`src/design/secDecoder_consts.svh`:
```
// fixed code geometry; the syndrome equations are written for 32 data and 8 check bits only
`ifndef SEC_DECODER_CONSTS_SVH
`define SEC_DECODER_CONSTS_SVH

`default_nettype none

`define SEC_DATA_W   32  // data bits per word
`define SEC_CHECK_W  8   // check bits per word
`define SEC_NIBBLE_W 4   // bits per nibble
`define SEC_NIBBLES  8   // nibbles per data word

`default_nettype wire

`endif

```
`src/design/secCodePkg.sv`:
```
// codeword types; all vectors are numbered from 0 at the most significant end
`include "secDecoder_consts.svh"

`default_nettype none

package secCodePkg;

  // ==================================================
  // codeword fields
  // ==================================================

  // data word, bit 0 is the msb
  typedef logic [0:`SEC_DATA_W-1] dataWordT;

  // check byte as it travels with the word
  typedef logic [0:`SEC_CHECK_W-1] checkByteT;

  // syndrome, low half is bits 0..3 and high half bits 4..7
  typedef logic [0:`SEC_CHECK_W-1] syndromeT;

  // ==================================================
  // helper types
  // ==================================================

  // one half of the syndrome or one group of column parities
  typedef logic [0:`SEC_NIBBLE_W-1] synHalfT;

  // nibble number inside the data word
  typedef logic [$clog2(`SEC_NIBBLES)-1:0] nibbleIdxT;

  // bit number inside a nibble
  typedef logic [$clog2(`SEC_NIBBLE_W)-1:0] bitPosT;

endpackage

`default_nettype wire

```
`src/design/secPipePkg.sv`:
```
// payloads between the pipeline stages; the second stage carries a plain secCodePkg::dataWordT
`include "secDecoder_consts.svh"

`default_nettype none

package secPipePkg;

  import secCodePkg::*;

  // ==================================================
  // stage payloads
  // ==================================================

  // item as it enters the decoder
  typedef struct packed {
    dataWordT  data;     // possibly corrupted data
    checkByteT check;    // received check bits
    logic      checkEn;  // low ignores the check byte
  } codeInT;

  // item after the syndrome stage
  typedef struct packed {
    dataWordT data;  // data, still uncorrected
    syndromeT synd;  // syndrome of that data
  } syndItemT;

endpackage

`default_nettype wire

```
`src/design/syndromeCalc.sv`:
```
// purely combinational; the checkEn gate only masks the check byte, it never blocks the data
`timescale 1ns/1ps
`include "secDecoder_consts.svh"

`default_nettype none

module syndromeCalc (
  input  secPipePkg::codeInT   item,
  output secPipePkg::syndItemT syndItem
);

  import secCodePkg::*;

  logic [0:`SEC_NIBBLES-1] nibPar;  // parity of each nibble
  synHalfT   lowCol;      // column parity over nibbles 0..3
  synHalfT   highCol;     // column parity over nibbles 4..7
  synHalfT   lowCross;    // nibble pairs 0..3, into the high half
  synHalfT   highCross;   // nibble pairs 4..7, into the low half
  checkByteT gatedCheck;
  syndromeT  synd;

  // ==================================================
  // parity terms
  // ==================================================

  always_comb begin
    for (int k = 0; k < `SEC_NIBBLES; k++) begin
      nibPar[k] = ^item.data[k*`SEC_NIBBLE_W +: `SEC_NIBBLE_W];
    end
  end

  always_comb begin
    for (int j = 0; j < `SEC_NIBBLE_W; j++) begin
      lowCol[j]  = item.data[j] ^ item.data[j+4] ^ item.data[j+8] ^ item.data[j+12];
      highCol[j] = item.data[j+16] ^ item.data[j+20] ^ item.data[j+24] ^ item.data[j+28];
    end
  end

  // each nibble hits two of the four cross terms
  assign highCross = {nibPar[4] ^ nibPar[5], nibPar[6] ^ nibPar[7],
                      nibPar[4] ^ nibPar[6], nibPar[5] ^ nibPar[7]};
  assign lowCross  = {nibPar[0] ^ nibPar[1], nibPar[2] ^ nibPar[3],
                      nibPar[0] ^ nibPar[2], nibPar[1] ^ nibPar[3]};

  // ==================================================
  // syndrome
  // ==================================================

  assign gatedCheck = item.check & {`SEC_CHECK_W{item.checkEn}};

  assign synd[0:3] = lowCol ^ highCross ^ gatedCheck[0:3];
  assign synd[4:7] = highCol ^ lowCross ^ gatedCheck[4:7];

  assign syndItem = '{data: item.data, synd: synd};  // data rides along unchanged

endmodule

`default_nettype wire

```
`src/design/errorCorrect.sv`:
```
// corrects single data-bit errors only; every other syndrome, multi-bit ones included, passes data
`timescale 1ns/1ps
`include "secDecoder_consts.svh"

`default_nettype none

module errorCorrect (
  input  secPipePkg::syndItemT syndItem,
  output secCodePkg::dataWordT corrected
);

  import secCodePkg::*;

  synHalfT   lowHalf;
  synHalfT   highHalf;
  logic      lowOneHot;
  logic      highOneHot;
  logic      lowIsPat;
  logic      highIsPat;
  bitPosT    lowCode;
  bitPosT    highCode;
  bitPosT    lowPos;
  bitPosT    highPos;
  logic      errHit;
  nibbleIdxT errNibble;
  bitPosT    errBit;
  dataWordT  errMask;

  // 1010, 1001, 0110, 0101 name nibbles 0..3 of the opposite half
  function automatic logic isPattern(input synHalfT half);
    return (half == 4'b1010) || (half == 4'b1001) || (half == 4'b0110) || (half == 4'b0101);
  endfunction

  function automatic bitPosT patternCode(input synHalfT half);
    bitPosT code;
    case (half)
      4'b1001: code = 2'd1;
      4'b0110: code = 2'd2;
      4'b0101: code = 2'd3;
      default: code = 2'd0;  // 1010, others are masked by isPattern
    endcase
    return code;
  endfunction

  function automatic bitPosT oneHotPos(input synHalfT half);
    bitPosT pos;
    pos = '0;
    for (int j = 0; j < `SEC_NIBBLE_W; j++) begin
      if (half[j]) pos = bitPosT'(j);
    end
    return pos;
  endfunction

  // ==================================================
  // locate the flipped bit
  // ==================================================

  assign lowHalf    = syndItem.synd[0:3];
  assign highHalf   = syndItem.synd[4:7];
  assign lowOneHot  = $onehot(lowHalf);
  assign highOneHot = $onehot(highHalf);
  assign lowIsPat   = isPattern(lowHalf);
  assign highIsPat  = isPattern(highHalf);
  assign lowCode    = patternCode(lowHalf);
  assign highCode   = patternCode(highHalf);
  assign lowPos     = oneHotPos(lowHalf);
  assign highPos    = oneHotPos(highHalf);

  // a half cannot be one-hot and a pattern at once, so at most one branch hits
  always_comb begin
    errHit    = 1'b0;
    errNibble = '0;
    errBit    = '0;
    if (lowOneHot && highIsPat) begin    // nibbles 0..3
      errHit    = 1'b1;
      errNibble = {1'b0, highCode};
      errBit    = lowPos;
    end else if (highOneHot && lowIsPat) begin  // nibbles 4..7
      errHit    = 1'b1;
      errNibble = {1'b1, lowCode};
      errBit    = highPos;
    end
  end

  always_comb begin
    errMask = '0;
    if (errHit) errMask[{errNibble, errBit}] = 1'b1;  // index counts from the msb
  end

  assign corrected = syndItem.data ^ errMask;

endmodule

`default_nettype wire

```
`src/design/pipeStage.sv`:
```
// one-entry slice; inReady depends combinationally on outReady, so ready paths chain through stages
`timescale 1ns/1ps

`default_nettype none

module pipeStage #(
  parameter type payloadT = logic
) (
  input  logic    clk,
  input  logic    rstN,
  input  logic    inValid,
  output logic    inReady,
  input  payloadT inPayload,
  output logic    outValid,
  input  logic    outReady,
  output payloadT outPayload
);

  logic    full;     // entry holds an item
  payloadT entry;

  // accept when empty or when the held item leaves this cycle
  assign inReady = !full || outReady;

  always_ff @(posedge clk or negedge rstN) begin
    if (!rstN) begin
      full <= 1'b0;
    end else if (inReady) begin
      full <= inValid;  // refill or go empty
    end
  end

  always_ff @(posedge clk) begin
    if (inValid && inReady) entry <= inPayload;
  end

  assign outValid   = full;
  assign outPayload = entry;

endmodule

`default_nettype wire

```
`src/design/secDecoderTop.sv`:
```
// two-cycle decoder; holds at most two items, and a stalled output backs up to inReady
`timescale 1ns/1ps

`default_nettype none

module secDecoderTop (
  input  logic                 clk,
  input  logic                 rstN,
  input  logic                 inValid,
  output logic                 inReady,
  input  secPipePkg::codeInT   inItem,
  output logic                 outValid,
  input  logic                 outReady,
  output secCodePkg::dataWordT outData
);

  import secCodePkg::*;
  import secPipePkg::*;

  syndItemT syndIn;    // syndrome of the incoming item
  syndItemT s1Item;
  logic     s1Valid;
  logic     s1Ready;
  dataWordT corrWord;  // corrected word into the last stage

  // ==================================================
  // stage 1, syndrome
  // ==================================================

  syndromeCalc syndCalc (
    .item     (inItem),
    .syndItem (syndIn)
  );

  pipeStage #(.payloadT(syndItemT)) s1Stage (
    .clk        (clk),
    .rstN       (rstN),
    .inValid    (inValid),
    .inReady    (inReady),
    .inPayload  (syndIn),
    .outValid   (s1Valid),
    .outReady   (s1Ready),
    .outPayload (s1Item)
  );

  // ==================================================
  // stage 2, correction
  // ==================================================

  errorCorrect errCorr (
    .syndItem  (s1Item),
    .corrected (corrWord)
  );

  pipeStage #(.payloadT(dataWordT)) s2Stage (
    .clk        (clk),
    .rstN       (rstN),
    .inValid    (s1Valid),
    .inReady    (s1Ready),
    .inPayload  (corrWord),
    .outValid   (outValid),
    .outReady   (outReady),
    .outPayload (outData)
  );

endmodule

`default_nettype wire

```
`config.mk`:
```
export PLATFORM = sky130hd
export DESIGN_NAME = secDecoderTop
export DESIGN_NICKNAME = d
export VERILOG_FILES = /design/src/design/secCodePkg.sv /design/src/design/secPipePkg.sv /design/src/design/syndromeCalc.sv /design/src/design/errorCorrect.sv /design/src/design/pipeStage.sv /design/src/design/secDecoderTop.sv
export VERILOG_INCLUDE_DIRS = /design/src /design/src/design
export SDC_FILE = /design/constraint.sdc
export NUM_CORES = 1
export LEC_CHECK = 0
export BUFFER_PORTS_ARGS = -buffer_cell sky130_fd_sc_hd__buf_2
export CAP_MARGIN = 20
export CORE_MARGIN = 5
export CORE_UTILIZATION = 35
export DETAILED_ROUTE_END_ITERATION = 6
export HOLD_SLACK_MARGIN = 0.1
export SLEW_MARGIN = 40
export SYNTH_ARGS = -nofsm -noshare
export SYNTH_HDL_FRONTEND = slang
export SYNTH_HIERARCHICAL = 1
export SYNTH_SLANG_ARGS = --single-unit
```
`constraint.sdc`:
```
create_clock -name clk -period 3.1 [get_ports clk]
set_clock_uncertainty 0.05 [all_clocks]
set_input_delay 0.31 -clock clk [delete_from_list [all_inputs] [get_ports clk]]
set_output_delay 0.31 -clock clk [all_outputs]
set_load 0.01 [all_outputs]
```
Word-level counts from Yosys, hierarchy flattened
Index checks and enable logic that the tools add are counted.
{"block": "totals", "wordCells": 102, "reg_bits": 74, "out_inout_bits": 34, "input_bits": 45}
{"block": "op_classes", "n_reduce_logical": 23, "n_addsub": 6, "n_bitwise": 39, "mux": 17, "n_eq_ne": 10, "n_lt_le_gt_ge": 2}
{"operator": "$mux 32", "n": 1}
{"operator": "$reduce_xor 4->1", "n": 8}
{"operator": "$xor 1x1->1", "n": 32}
{"operator": "$xor 32x32->32", "n": 1}
{"operator": "$eq 4x3->1 const B", "n": 4}
{"operator": "$eq 4x4->1 const B", "n": 4}
{"operator": "$xor 4x4->4", "n": 4}
{"operator": "$mux 2", "n": 6}
{"operator": "$pmux 2 s3", "n": 2}
{"operator": "$add 1x1->2", "n": 4}
{"operator": "$and 8x8->8", "n": 1}
{"operator": "$logic_or 1x1->1", "n": 8}
{"operator": "$add 3x3->3", "n": 2}
{"operator": "$eq 3x1->1 const B", "n": 2}
{"operator": "$ge 6x6->1 const B", "n": 1}
{"operator": "$lt 6x1->1 const B", "n": 1}
{"operator": "$mux 3", "n": 2}
{"operator": "$not 5->6", "n": 1}
{"operator": "$demux 1 s5", "n": 1}
{"operator": "$logic_and 1x1->1", "n": 5}
{"operator": "$mux 1", "n": 5}
{"operator": "$logic_not 1->1", "n": 2}

Depth between registers and ports, before layout
Gate-level depths: netlist of the first run.
{"block": "logic_depth", "ltp_word": 14, "mapped_depth": 11, "ltp_nobuf": 11}

Hierarchy
Netlist of the first run, hierarchy kept.
{"mod": "pipeStage (s1Stage)", "area_each_um2": 1255.0, "seq_area_each_um2": 1226.2, "n_inst": 1, "cells_per_inst": 44}
{"mod": "pipeStage (s2Stage)", "area_each_um2": 1014.7, "seq_area_each_um2": 985.9, "n_inst": 1, "cells_per_inst": 36}
{"mod": "errorCorrect", "area_each_um2": 1003.5, "seq_area_each_um2": 0.0, "n_inst": 1, "cells_per_inst": 137}
{"mod": "syndromeCalc", "area_each_um2": 996.0, "seq_area_each_um2": 0.0, "n_inst": 1, "cells_per_inst": 97}

Worst setup path after synthesis of the first run
OpenSTA, ideal clock, no wires.
{"block": "synth_path", "path_kind": "register to register", "startpoint": "register s1Stage.entry, in the netlist s1Stage/outPayload[3]", "endpoint": "register s2Stage.entry, in the netlist s2Stage/outPayload[8] (data pin)", "t_required_ns": 2.792, "stages_incl_launch_ff": 11, "setup_time_ns": 0.258, "arrival_ns": 2.765, "path_buffers": 0, "synth_period_minus_slack_ns": 3.073, "slack_ns": 0.027, "path_cell_list": "edfxtp_1 inv_1 fa_1 inv_1 ha_1 ha_1 or3b_4 a2111o_1 o32ai_2 nand2_1 xnor2_1"}
{"block": "synth_via", "elab_chain_cells": 13, "word_cells_on_any_way": 27, "classes_between": "add/sub: 2; order compare: 2; eq/ne: 5; mux: 10; bitwise: 2; reduce/logical: 6"}
{"item": "start, declared", "line": "pipeStage.sv:20", "text": "payloadT entry;"}
{"item": "start signal, assigned", "line": "pipeStage.sv:34", "text": "if (inValid && inReady) entry <= inPayload;"}
{"item": "$add 1x1->2 (not written as such), or another cell as far along", "line": "errorCorrect.sv:61", "text": "assign highOneHot = $onehot(highHalf);"}
{"item": "$add 3x3->3 (not written as such) / $logic_or 1x1->1 (equally long branches)", "line": "errorCorrect.sv:61, errorCorrect.sv:31"}
{"item": "$eq 3x1->1 / $logic_or 1x1->1 (equally long branches)", "line": "errorCorrect.sv:61, errorCorrect.sv:31"}
{"item": "$logic_and 1x1->1 / $logic_or 1x1->1 (equally long branches)", "line": "errorCorrect.sv:78, errorCorrect.sv:31"}
{"item": "$mux 2, or another cell as far along", "line": "errorCorrect.sv:78", "text": "end else if (highOneHot && lowIsPat) begin"}
{"item": "$mux 2 / $mux 3 (equally long branches)", "line": "errorCorrect.sv:74", "text": "if (lowOneHot && highIsPat) begin"}
{"item": "$not 5->6 (not written as such)", "line": "errorCorrect.sv:87", "text": "if (errHit) errMask[{errNibble, errBit}] = 1'b1;"}
{"item": "$ge 6x6->1 (not written as such) / $lt 6x1->1 (equally long branches)", "line": "errorCorrect.sv:87"}
{"item": "$logic_and 1x1->1 (not written as such)", "line": "errorCorrect.sv:87"}
{"item": "$mux 1 (not written as such)", "line": "errorCorrect.sv:87"}
{"item": "$demux 1 s5", "line": "errorCorrect.sv:87"}
{"item": "$mux 32 (*)", "line": "errorCorrect.sv:87"}
{"item": "$xor 32x32->32 (*)", "line": "errorCorrect.sv:90", "text": "assign corrected = syndItem.data ^ errMask;"}
{"item": "named net corrWord[8]", "line": "secDecoderTop.sv:24", "text": "dataWordT corrWord;"}
{"item": "end signal, assigned", "line": "pipeStage.sv:34"}
{"item": "end, declared", "line": "pipeStage.sv:20"}
The timed path passes the listed nets; every way through them passes the cells marked *.
A chain may end at the register's enable or synchronous reset.

Worst setup path after layout of the first run
{"block": "layout_path", "startpoint": "register s1Stage.entry, in the netlist s1Stage/outPayload[0]", "endpoint": "register s2Stage.entry, in the netlist s2Stage/outPayload[8] (data pin)"}
The elaborated chain is that of the path after synthesis.

==> results of run 1 <==
cell families (layout without fill, tap and decap cells):
family,after synthesis,after routing,synth area share [%]
adder cells (fa/ha/maj),12,12,3.87
flip-flops,74,74,51.8
AO/OA/AOI/OAI,17,17,3.84
XOR/XNOR,91,91,24.1
AND/OR/NAND/NOR,73,73,9.41
buffers and inverters,47,142,7.00
routing by layer:
layer / wire length [µm] / up-vias / global-route usage [%]
met5: 0 / - / 0
met4: 165 / 0 / 5.45
met3: 485 / 13 / 3.23
met2: 4410 / 70 / 21.7
met1: 4320 / 1193 / 17.7
li1: - / 1243 / -
power groups by stage:
| stage | registers (mW) | clock network (mW) | logic (mW) |
|---|---|---|---|
| 2_1_floorplan | 1.33 | 0 | 0.796 |
| 3_3_place_gp | 1.30 | 0 | 1.27 |
| 3_5_place_dp | 1.30 | 0 | 1.29 |
| 4_1_cts | 1.28 | 1.11 | 1.30 |
| 5_1_grt | 1.30 | 1.16 | 1.58 |
| 6_report | 1.29 | 1.09 | 1.45 |
worst paths after layout:
kind	from	end	slack, ps	cells past startpoint
max in group asynchronous	rstN	s1Stage/outValid$_DFFE_PN0P_	2660	2
max reg2reg	s1Stage/outPayload[0]$_DFFE_PP_	s2Stage/outPayload[8]$_DFFE_PP_	30	11
max	s1Stage/outPayload[0]$_DFFE_PP_	s2Stage/outPayload[8]$_DFFE_PP_	30	11
min	inValid	s1Stage/outValid$_DFFE_PN0P_	140	2
min in group asynchronous	rstN	s2Stage/outValid$_DFFE_PN0P_	240	2
min reg2reg	s2Stage/outValid$_DFFE_PN0P_	s2Stage/outValid$_DFFE_PN0P_	490	2
metrics by stage:
step	std cells	hold slack (ps)	TNS, ps	worst slack [ps]
floorplan	314	-35.6	0	27.2
global placement	535	45.2	-389	-43.5
detailed placement	535	49.0	-802	-65.9
CTS	552	131	0	0.254
global route	556	146	-1110	-93.8
finish	556	141	0	27.7
worst max-delay path: cells and delay by family (launching register included):
family | cells | cell delay (ps)
fa+ha+maj | 3 | 900
simple gates | 2 | 450
flops | 1 | 360
xor+xnor | 1 | 130
buf+inv | 3 | 290
compound gates | 2 | 630
final cells by class:
class	instances	area share [%]
sequential	74	41.6
multi-input combinational	193	35.6
timing repair buffer	113	12.7
clock buffer	10	4.30
tap	147	3.46
clock inverter	6	1.53
inverter	13	0.917
what timing repair did:
item,4_1_cts,5_1_grt
buffers inserted,0,4
gates resized for setup,2,33
setup endpoints to repair,21,32
endpoints found under the hold margin,2,0
hold buffers,1,0
cloned,0,0
pin swaps,4,15
flip-flops by register name, summed over array words and instances, names as in the netlist:
signal	cells
s1Stage/outPayload	40
s1Stage/outValid	1
s2Stage/outPayload	32
s2Stage/outValid	1
layout by cell type (no fill, tap or decap), types with 2 or more instances in the layout:
cell | synthesis | routed
buf_2 | 2 | 78
edfxtp_1 | 72 | 72
xnor2_1 | 70 | 68
buf_4 | 32 | 29
nand2_1 | 33 | 25
inv_1 | 13 | 10
clkbuf_16 | 0 | 9
nand2b_1 | 9 | 9
ha_1 | 10 | 8
xnor3_1 | 8 | 8
xor3_1 | 8 | 8
nor2_1 | 8 | 7
nand2_2 | 0 | 6
buf_6 | 0 | 5
xor2_1 | 5 | 4
inv_2 | 0 | 3
nand3_1 | 3 | 3
bufinv_16 | 0 | 2
clkinv_1 | 0 | 2
nor3_2 | 1 | 2
a21oi_1 | 2 | 2
o31ai_1 | 2 | 2
nor2b_1 | 2 | 2
a31oi_1 | 2 | 2
a211oi_1 | 2 | 2
a32o_2 | 1 | 2
nand2_4 | 0 | 2
xnor2_2 | 0 | 2
fa_1 | 2 | 2
nand2b_4 | 2 | 2
and2_4 | 2 | 2
dfrtp_1 | 2 | 2
==> impl_metrics.json, run 1 <==
{
  "fmax_ghz": 0.325,
  "p_switching_mw": 1.16,
  "seq_area_um2": 2210,
  "slew_viol_final": 0,
  "dp_hpwl_mm": 7.20,
  "synth_edf_count": 72,
  "status": "complete, no violations",
  "fin_nets": 461,
  "ys_top_cells_by_area": "edfxtp_1 51%, xnor2_1 14%, buf_4 5.6%, xor3_1 4.5%, xnor3_1 4.2%",
  "synth.net_count": 371,
  "dieArea_um2": 14500,
  "synth-seq-cells": 74,
  "comb_power_share_pct": 37.9,
  "die-width_um": 120,
  "endpoint_kind": "register",
  "p_sw_share_pct": 30.3,
  "drc": 0,
  "first_pass_iters": 4,
  "synth_area_um2": 4270,
  "drive_gt1_share_pct": 39.1,
  "max_stage_delay_ps": 520,
  "grt_antenna_before_repair": 0,
  "clkSlewWorstSetupHoldPaths_ps": 60,
  "start_util_pct": 35.7,
  "grt_max_degree": 41,
  "die_y_um": 120,
  "multiInputGateArea_um2": 1890,
  "groute.usage.overall_pct": 13.5,
  "io_pins": 79,
  "startpoint_type": "register",
  "n_antenna_cell": 0,
  "setup_viol": 0,
  "power_frac_seq_pct": 33.5,
  "coreArea_um2": 12000,
  "grt_pass1_wl_mm": 14.7,
  "fp-row-count": 40,
  "syn_area_per_cell_um2": 13.6,
  "synthArstFlopShare_pct": 2.70,
  "routedWlPerCell_um": 16.9,
  "ys_seq_area_share_pct": 51.8,
  "total_power_mw": 3.83,
  "critPathMaxFanout": 6,
  "cp_slowest_cell": "fa_1",
  "numCtsBuffers": 9,
  "synthCells": 314,
  "crit_required_ps": 3130,
  "drtIter0Drc": 111,
  "powerDensity_nw_per_um2": 720,
  "crit_chain": "inv_2, fa_1, inv_1, ha_2, ha_4, or3b_4, a2111o_1, o32ai_2, buf_6, nand2_4, xnor2_2",
  "fin_util_pct": 44.5,
  "synth_cell_types": 43,
  "total_leakage_power_nw": 2.13,
  "post-route-period-util_pct": 99.1,
  "design_area_um2": 5320,
  "cts_sinks": 74,
  "synth.most_common_cell": "edfxtp_1",
  "cts_tree": "done",
  "drv_cap": 0,
  "nFillCells": 1095,
  "cts_max_level": 3,
  "p_int_mw": 2.67,
  "rsz0062_at_grt": "yes",
  "placement.io_buffers": 78,
  "min_period_ps": 3070,
  "placed_area_um2": 4820,
  "slew_headroom_pct": 58.0,
  "gp_congestion": 0.834,
  "hold_violations": 0,
  "min_path_type": "in -> reg",
  "synth_top_cell_area_share_pct": 50.6,
  "syn_to_final_growth_pct": 24.7,
  "max_slew.worst_pin.slew_ps": 626,
  "ant_nets": 0,
  "overflow": 0,
  "ys.flop_type": "edfxtp_1",
  "path_class": "reg -> reg",
  "clkPwrFrac_pct": 28.6,
  "grt_pass1_vias": 2677,
  "netlist_top_cells_count": "72 x edfxtp_1, 70 x xnor2_1, 33 x nand2_1, 32 x buf_4, 13 x inv_1",
  "ys_warn_count": 6,
  "crit_arrival_ps": 3100,
  "vias": 2519,
  "synth_top_area_cell": "edfxtp_1",
  "vias_per_cell": 4.53,
  "clk_latency_ps": 330,
  "drt-total-wl_mm": 9.38,
  "ctsLongestPathBuffers": 2,
  "irDropWorstVdd_mv": 0.262,
  "cts-root-buf": "clkbuf_16"
}
(Power assumes the default switching activity.)
==> inputs of run 2 (changes only) <==
Settings changed: CELL_PAD_IN_SITES_DETAIL_PLACEMENT set to 0, CELL_PAD_IN_SITES_GLOBAL_PLACEMENT set to 1, CORE_ASPECT_RATIO set to 1.4, PLACE_DENSITY_LB_ADDON set to 0.1.
==> run 2 against run 1 <==
Effect of this change: wire length up 2.9%; sequential power about the same; maximum frequency up 0.75%; clock power about the same; critical endpoint is now s2Stage/outPayload[28]$_DFFE_PP_; largest power group unchanged.
==> impl_metrics.json, run 2 (same netlist as run 1, synthesis figures left out) <==
{
  "n_antenna_cell": 0,
  "groute.usage.overall_pct": 13.9,
  "grt_pass1_wl_mm": 14.8,
  "critPathMaxFanout": 4,
  "fmax_ghz": 0.328,
  "cts_max_level": 3,
  "post-route-period-util_pct": 98.4,
  "nFillCells": 1126,
  "overflow": 0,
  "power_frac_seq_pct": 33.5,
  "dp_hpwl_mm": 7.78,
  "vias": 2503,
  "ctsLongestPathBuffers": 2,
  "drv_cap": 0,
  "drt-total-wl_mm": 9.65,
  "multiInputGateArea_um2": 1910,
  "coreArea_um2": 11900,
  "routed.top_layer": "met4",
  "cts_sinks": 74,
  "cp_num_buf_inv": 3,
  "clk_latency_ps": 320,
  "hold_violations": 0,
  "grt_antenna_before_repair": 0,
  "numCtsBuffers": 9,
  "die-width_um": 103,
  "min_period_ps": 3050,
  "startpoint_type": "register",
  "ant_nets": 0,
  "dieArea_um2": 14500,
  "cts-root-buf": "clkbuf_16",
  "fin_nets": 458,
  "placement.io_buffers": 78,
  "max_stage_delay_ps": 520,
  "start_util_pct": 35.9,
  "first_pass_iters": 4,
  "comb_power_share_pct": 37.9,
  "die_y_um": 141,
  "io_pins": 79,
  "path_class": "reg -> reg",
  "grt_pass1_vias": 2606,
  "max_slew.worst_pin.slew_ps": 619,
  "status": "complete, no violations",
  "fp-row-count": 47,
  "gp_congestion": 0.805,
  "setup_viol": 0,
  "hold_slack_ps": 134,
  "cp_slowest_cell": "fa_1",
  "p_sw_share_pct": 30.7,
  "rsz0062_at_grt": "yes",
  "min_path_type": "in -> reg",
  "seq_area_um2": 2210,
  "routedWlPerCell_um": 17.4,
  "slew_viol_final": 0,
  "syn_to_final_growth_pct": 24.5,
  "powerDensity_nw_per_um2": 722,
  "drt-met1-wl_mm": 3.92,
  "drtIter0Drc": 63,
  "drive_gt1_share_pct": 40.1,
  "p_int_mw": 2.66,
  "final_cell_mix": "78 x buf_2, 72 x edfxtp_1, 69 x xnor2_1",
  "endpoint_kind": "register",
  "grt_max_degree": 41,
  "crit_chain": "inv_2, fa_1, inv_1, ha_2, ha_4, or3b_4, a2111o_1, o32ai_4, buf_6, nand2_2, xnor2_1",
  "clkPwrFrac_pct": 28.6,
  "drc": 0,
  "layout_commonest_cell": "buf_2",
  "met3_length_um": 432,
  "cts_tree": "done",
  "crit_required_ps": 3120,
  "slew_headroom_pct": 58.6,
  "p_switching_mw": 1.18,
  "wl_met2_mm": 5.18,
  "vias_per_cell": 4.53,
  "total_leakage_power_nw": 2.13,
  "largest_reg_flops": 40,
  "critPathTopFamily": "adder cells",
  "clkSlewWorstSetupHoldPaths_ps": 60,
  "crit_arrival_ps": 3070,
  "irDropWorstVdd_mv": 0.329,
  "fin_util_pct": 44.7
}
-- run 2: cell count changes in the layout (fill, tap and decap cells not counted), sizes merged --
cell,change
clkinv,-1
buf,-3
clkbuf,+1
-- run 2: final timing paths --
path / from / to / slack, ps / cells past startpoint
setup / recovery: s1Stage/outPayload[1]$_DFFE_PP_ / s2Stage/outPayload[28]$_DFFE_PP_ / 50 / 11
hold / removal: inValid / s1Stage/outValid$_DFFE_PN0P_ / 130 / 2
setup reg to reg: s1Stage/outPayload[1]$_DFFE_PP_ / s2Stage/outPayload[28]$_DFFE_PP_ / 50 / 11
hold reg to reg: s1Stage/outPayload[34]$_DFFE_PP_ / s2Stage/outPayload[26]$_DFFE_PP_ / 490 / 1
max in group asynchronous: rstN / s2Stage/outValid$_DFFE_PN0P_ / 2650 / 2
min in group asynchronous: rstN / s1Stage/outValid$_DFFE_PN0P_ / 250 / 2
-- run 2: metal layers --
metal  global-route usage, %  up-vias
li1                        -     1231
met1                    17.4     1211
met2                    23.8       53
met3                    3.02        8
met4                    4.09        0
met5                       0        -
-- run 2: what timing repair did --
action	CTS	global route
hold endpoints to repair	2	0
hold buffers	1	0
setup endpoints to repair	27	30
pin swaps	6	7
resized for setup	13	25
buffers inserted	1	0
-- run 2: power groups by stage --
stage	Sequential [mW]	Combinational, mW	Clock (mW)
global placement	1.30	1.32	0
floorplan	1.33	0.796	0
global route	1.29	1.60	1.17
detailed placement	1.30	1.32	0
finish	1.28	1.46	1.10
CTS	1.29	1.40	1.12
-- run 2: cell type report --
cell class / count / share of cell area [%]
flip-flops and latches: 74 / 41.6
multi-input cells: 193 / 35.9
repair buffers: 110 / 12.2
clock buffers: 11 / 4.38
well taps: 147 / 3.46
clock inverters: 5 / 1.48
inverters: 13 / 0.918
-- run 2: worst reg2reg max path: cells and delay by family (launching register included) --
family	cells	cell delay [ps]
buffers and inverters	3	250
XOR/XNOR	1	150
AO/OA/AOI/OAI	2	620
adder cells (fa/ha/maj)	3	920
AND/OR/NAND/NOR	2	440
flip-flops	1	350
-- run 2: per-stage QoR --
| step | TNS [ps] | setup slack (ps) | power (mW) | instance area [µm²] | instances |
|---|---|---|---|---|---|
| after floorplan | 0 | 27.2 | 2.12 | 4270 | 314 |
| after global placement | -1540 | -99.4 | 2.62 | 4820 | 535 |
| after detailed placement | -1290 | -123 | 2.62 | 4820 | 535 |
| after CTS | 0 | 10.3 | 3.81 | 5210 | 553 |
| after global routing | -968 | -100 | 4.06 | 5320 | 553 |
| final | 0 | 50.4 | 3.84 | 5320 | 553 |
==> inputs of run 3 (changes only) <==
Settings changed: CORE_UTILIZATION 35 to 41, PLACE_DENSITY set to 0.76, PLACE_DENSITY_LB_ADDON 0.1 to not set.
==> run 3 against run 2 <==
Effect of this change: the run now ends with setup timing left; final area is 0.40% lower; via count is 1.1% higher; worst setup slack worse by 85 ps; non-clock buffer count is 6 lower; global-route usage is 0.77 points higher.
==> impl_metrics.json, run 3 (same netlist as run 1, synthesis figures left out) <==
{
  "hold_violations": 0,
  "total_leakage_power_nw": 2.13,
  "r2r-end": "s2Stage/outPayload[12]$_DFFE_PP_",
  "layout_commonest_cell": "buf_2",
  "routedWlPerCell_um": 16.6,
  "cts_sinks": 74,
  "die-width_um": 96.2,
  "ant_nets": 0,
  "drtIter0Drc": 120,
  "crit_chain": "inv_2, fa_1, inv_1, ha_2, ha_4, or3b_4, a2111o_1, o32ai_2, buf_6, nand2_2, xnor2_1",
  "critPathMaxFanout": 6,
  "fp-row-count": 44,
  "clk_latency_ps": 330,
  "p_sw_share_pct": 32.1,
  "overflow": 0,
  "p_switching_mw": 1.22,
  "io_pins": 79,
  "p_int_mw": 2.57,
  "drv_cap": 0,
  "crit_path_end": "s2Stage/outPayload[12]$_DFFE_PP_",
  "die_y_um": 131,
  "drive_gt1_share_pct": 40.0,
  "placement.io_buffers": 78,
  "setup_viol": 7,
  "final_cells": 538,
  "rr_worst_depth": 11,
  "power_frac_seq_pct": 33.8,
  "r2r_start": "s1Stage/outPayload[0]$_DFFE_PP_",
  "vias_per_cell": 4.70,
  "path_class": "reg -> reg",
  "irDropWorstVdd_mv": 0.309,
  "gp_congestion": 0.888,
  "fin_ws_ps": -35.0,
  "min_path_type": "in -> reg",
  "comb_power_share_pct": 39.5,
  "status": "finished, violations left",
  "first_pass_iters": 4,
  "startpoint_type": "register",
  "crit_arrival_ps": 3170,
  "slew_viol_final": 0,
  "cp_slowest_cell": "fa_1",
  "ctsLongestPathBuffers": 2,
  "clkSlewWorstSetupHoldPaths_ps": 60,
  "dieArea_um2": 12600,
  "drc": 0,
  "n_antenna_cell": 0,
  "crit_start": "s1Stage/outPayload[0]$_DFFE_PP_",
  "powerDensity_nw_per_um2": 716,
  "drt-total-wl_mm": 8.94,
  "fmax_ghz": 0.319,
  "grt_max_degree": 41,
  "clkPwrFrac_pct": 26.7,
  "rsz0062_at_grt": "yes",
  "final_cell_mix": "78 x buf_2, 72 x edfxtp_1, 66 x xnor2_1",
  "grt_pass1_wl_mm": 13.0,
  "coreArea_um2": 10300,
  "crit_required_ps": 3130,
  "fin_nets": 452,
  "start_util_pct": 41.5,
  "syn_to_final_growth_pct": 24.0,
  "vias": 2531,
  "fin_util_pct": 51.4,
  "groute.usage.overall_pct": 14.7,
  "grt_antenna_before_repair": 0,
  "cts-root-buf": "clkbuf_16",
  "total_power_mw": 3.79,
  "min_period_ps": 3130,
  "timing.reg2reg.setup_slack_ps": -30,
  "violations": "setup timing",
  "endpoint_kind": "register",
  "grt_pass1_vias": 2516,
  "dp_cells": 518,
  "post-route-period-util_pct": 101,
  "slew_headroom_pct": 45.8,
  "max_slew.worst_pin.slew_ps": 810,
  "largest_reg_flops": 40,
  "cts_max_level": 3,
  "dp_hpwl_mm": 6.88,
  "cts_tree": "done",
  "numCtsBuffers": 9,
  "hold_slack_ps": 136,
  "max_stage_delay_ps": 540
}
run 3: changes by cell type in the layout (fill, tap and decap cells not counted), moves of 2 or more:
cell / previous run / this run
o31ai_2: 2 / 0
nand2_2: 11 / 8
clkbuf_1: 2 / 0
o31ai_4: 0 / 2
buf_4: 27 / 21
clkinvlp_4: 0 / 2
nand2_4: 1 / 3
xnor2_2: 1 / 4
xnor2_1: 69 / 66
run 3: layer usage:
layer	wire, µm	track usage, %
met2	4900	26.5
met1	3280	15.5
met5	0	0
met3	423	3.89
met4	331	7.20
run 3: cell type report:
class	count	area [µm²]
Inverter	13	48.8
Tap cell	138	173
Fill cell	905	5000
Clock inverter	7	68.8
Timing Repair Buffer	104	612
Sequential cell	74	2210
Clock buffer	9	225
Multi-Input combinational cell	193	1950
run 3: repair_timing:
item	CTS	global route
setup buffers	2	1
gates resized for setup	9	32
pin swaps	4	15
endpoints found under the setup margin	29	27
hold buffers	1	0
endpoints found under the hold margin	2	0
run 3: critical path: cells and delay by family, from the launching register on:
family | cells | cell delay (ps)
compound gates | 2 | 660
xor+xnor | 1 | 140
fa+ha+maj | 3 | 920
buf+inv | 3 | 290
flops | 1 | 350
simple gates | 2 | 460
run 3: worst min-delay path by stage:
stage	from	end	cells past startpoint
2_1_floorplan	rstN	s1Stage/outValid$_DFFE_PN0P_	0
3_3_place_gp	rstN	s1Stage/outValid$_DFFE_PN0P_	1
3_5_place_dp	rstN	s2Stage/outValid$_DFFE_PN0P_	1
4_1_cts	inValid	s1Stage/outValid$_DFFE_PN0P_	2
5_1_grt	inValid	s1Stage/outValid$_DFFE_PN0P_	2
6_report	inValid	s1Stage/outValid$_DFFE_PN0P_	2
run 3: power by group through the flow:
stage	clock network (mW)	registers, mW	logic (mW)
floorplan	0	1.33	0.796
global placement	0	1.30	1.23
detailed placement	0	1.30	1.26
CTS	1.04	1.28	1.35
global route	1.08	1.29	1.61
finish	1.01	1.28	1.50
run 3: through the flow:
stage,setup TNS (ps),worst slack (ps),area (µm²)
floorplan,0,27.2,4270
global placement,-1010,-145,4750
detailed placement,-1820,-143,4750
CTS,0,21.5,5130
global route,-1190,-102,5290
finish,-151,-35.0,5290
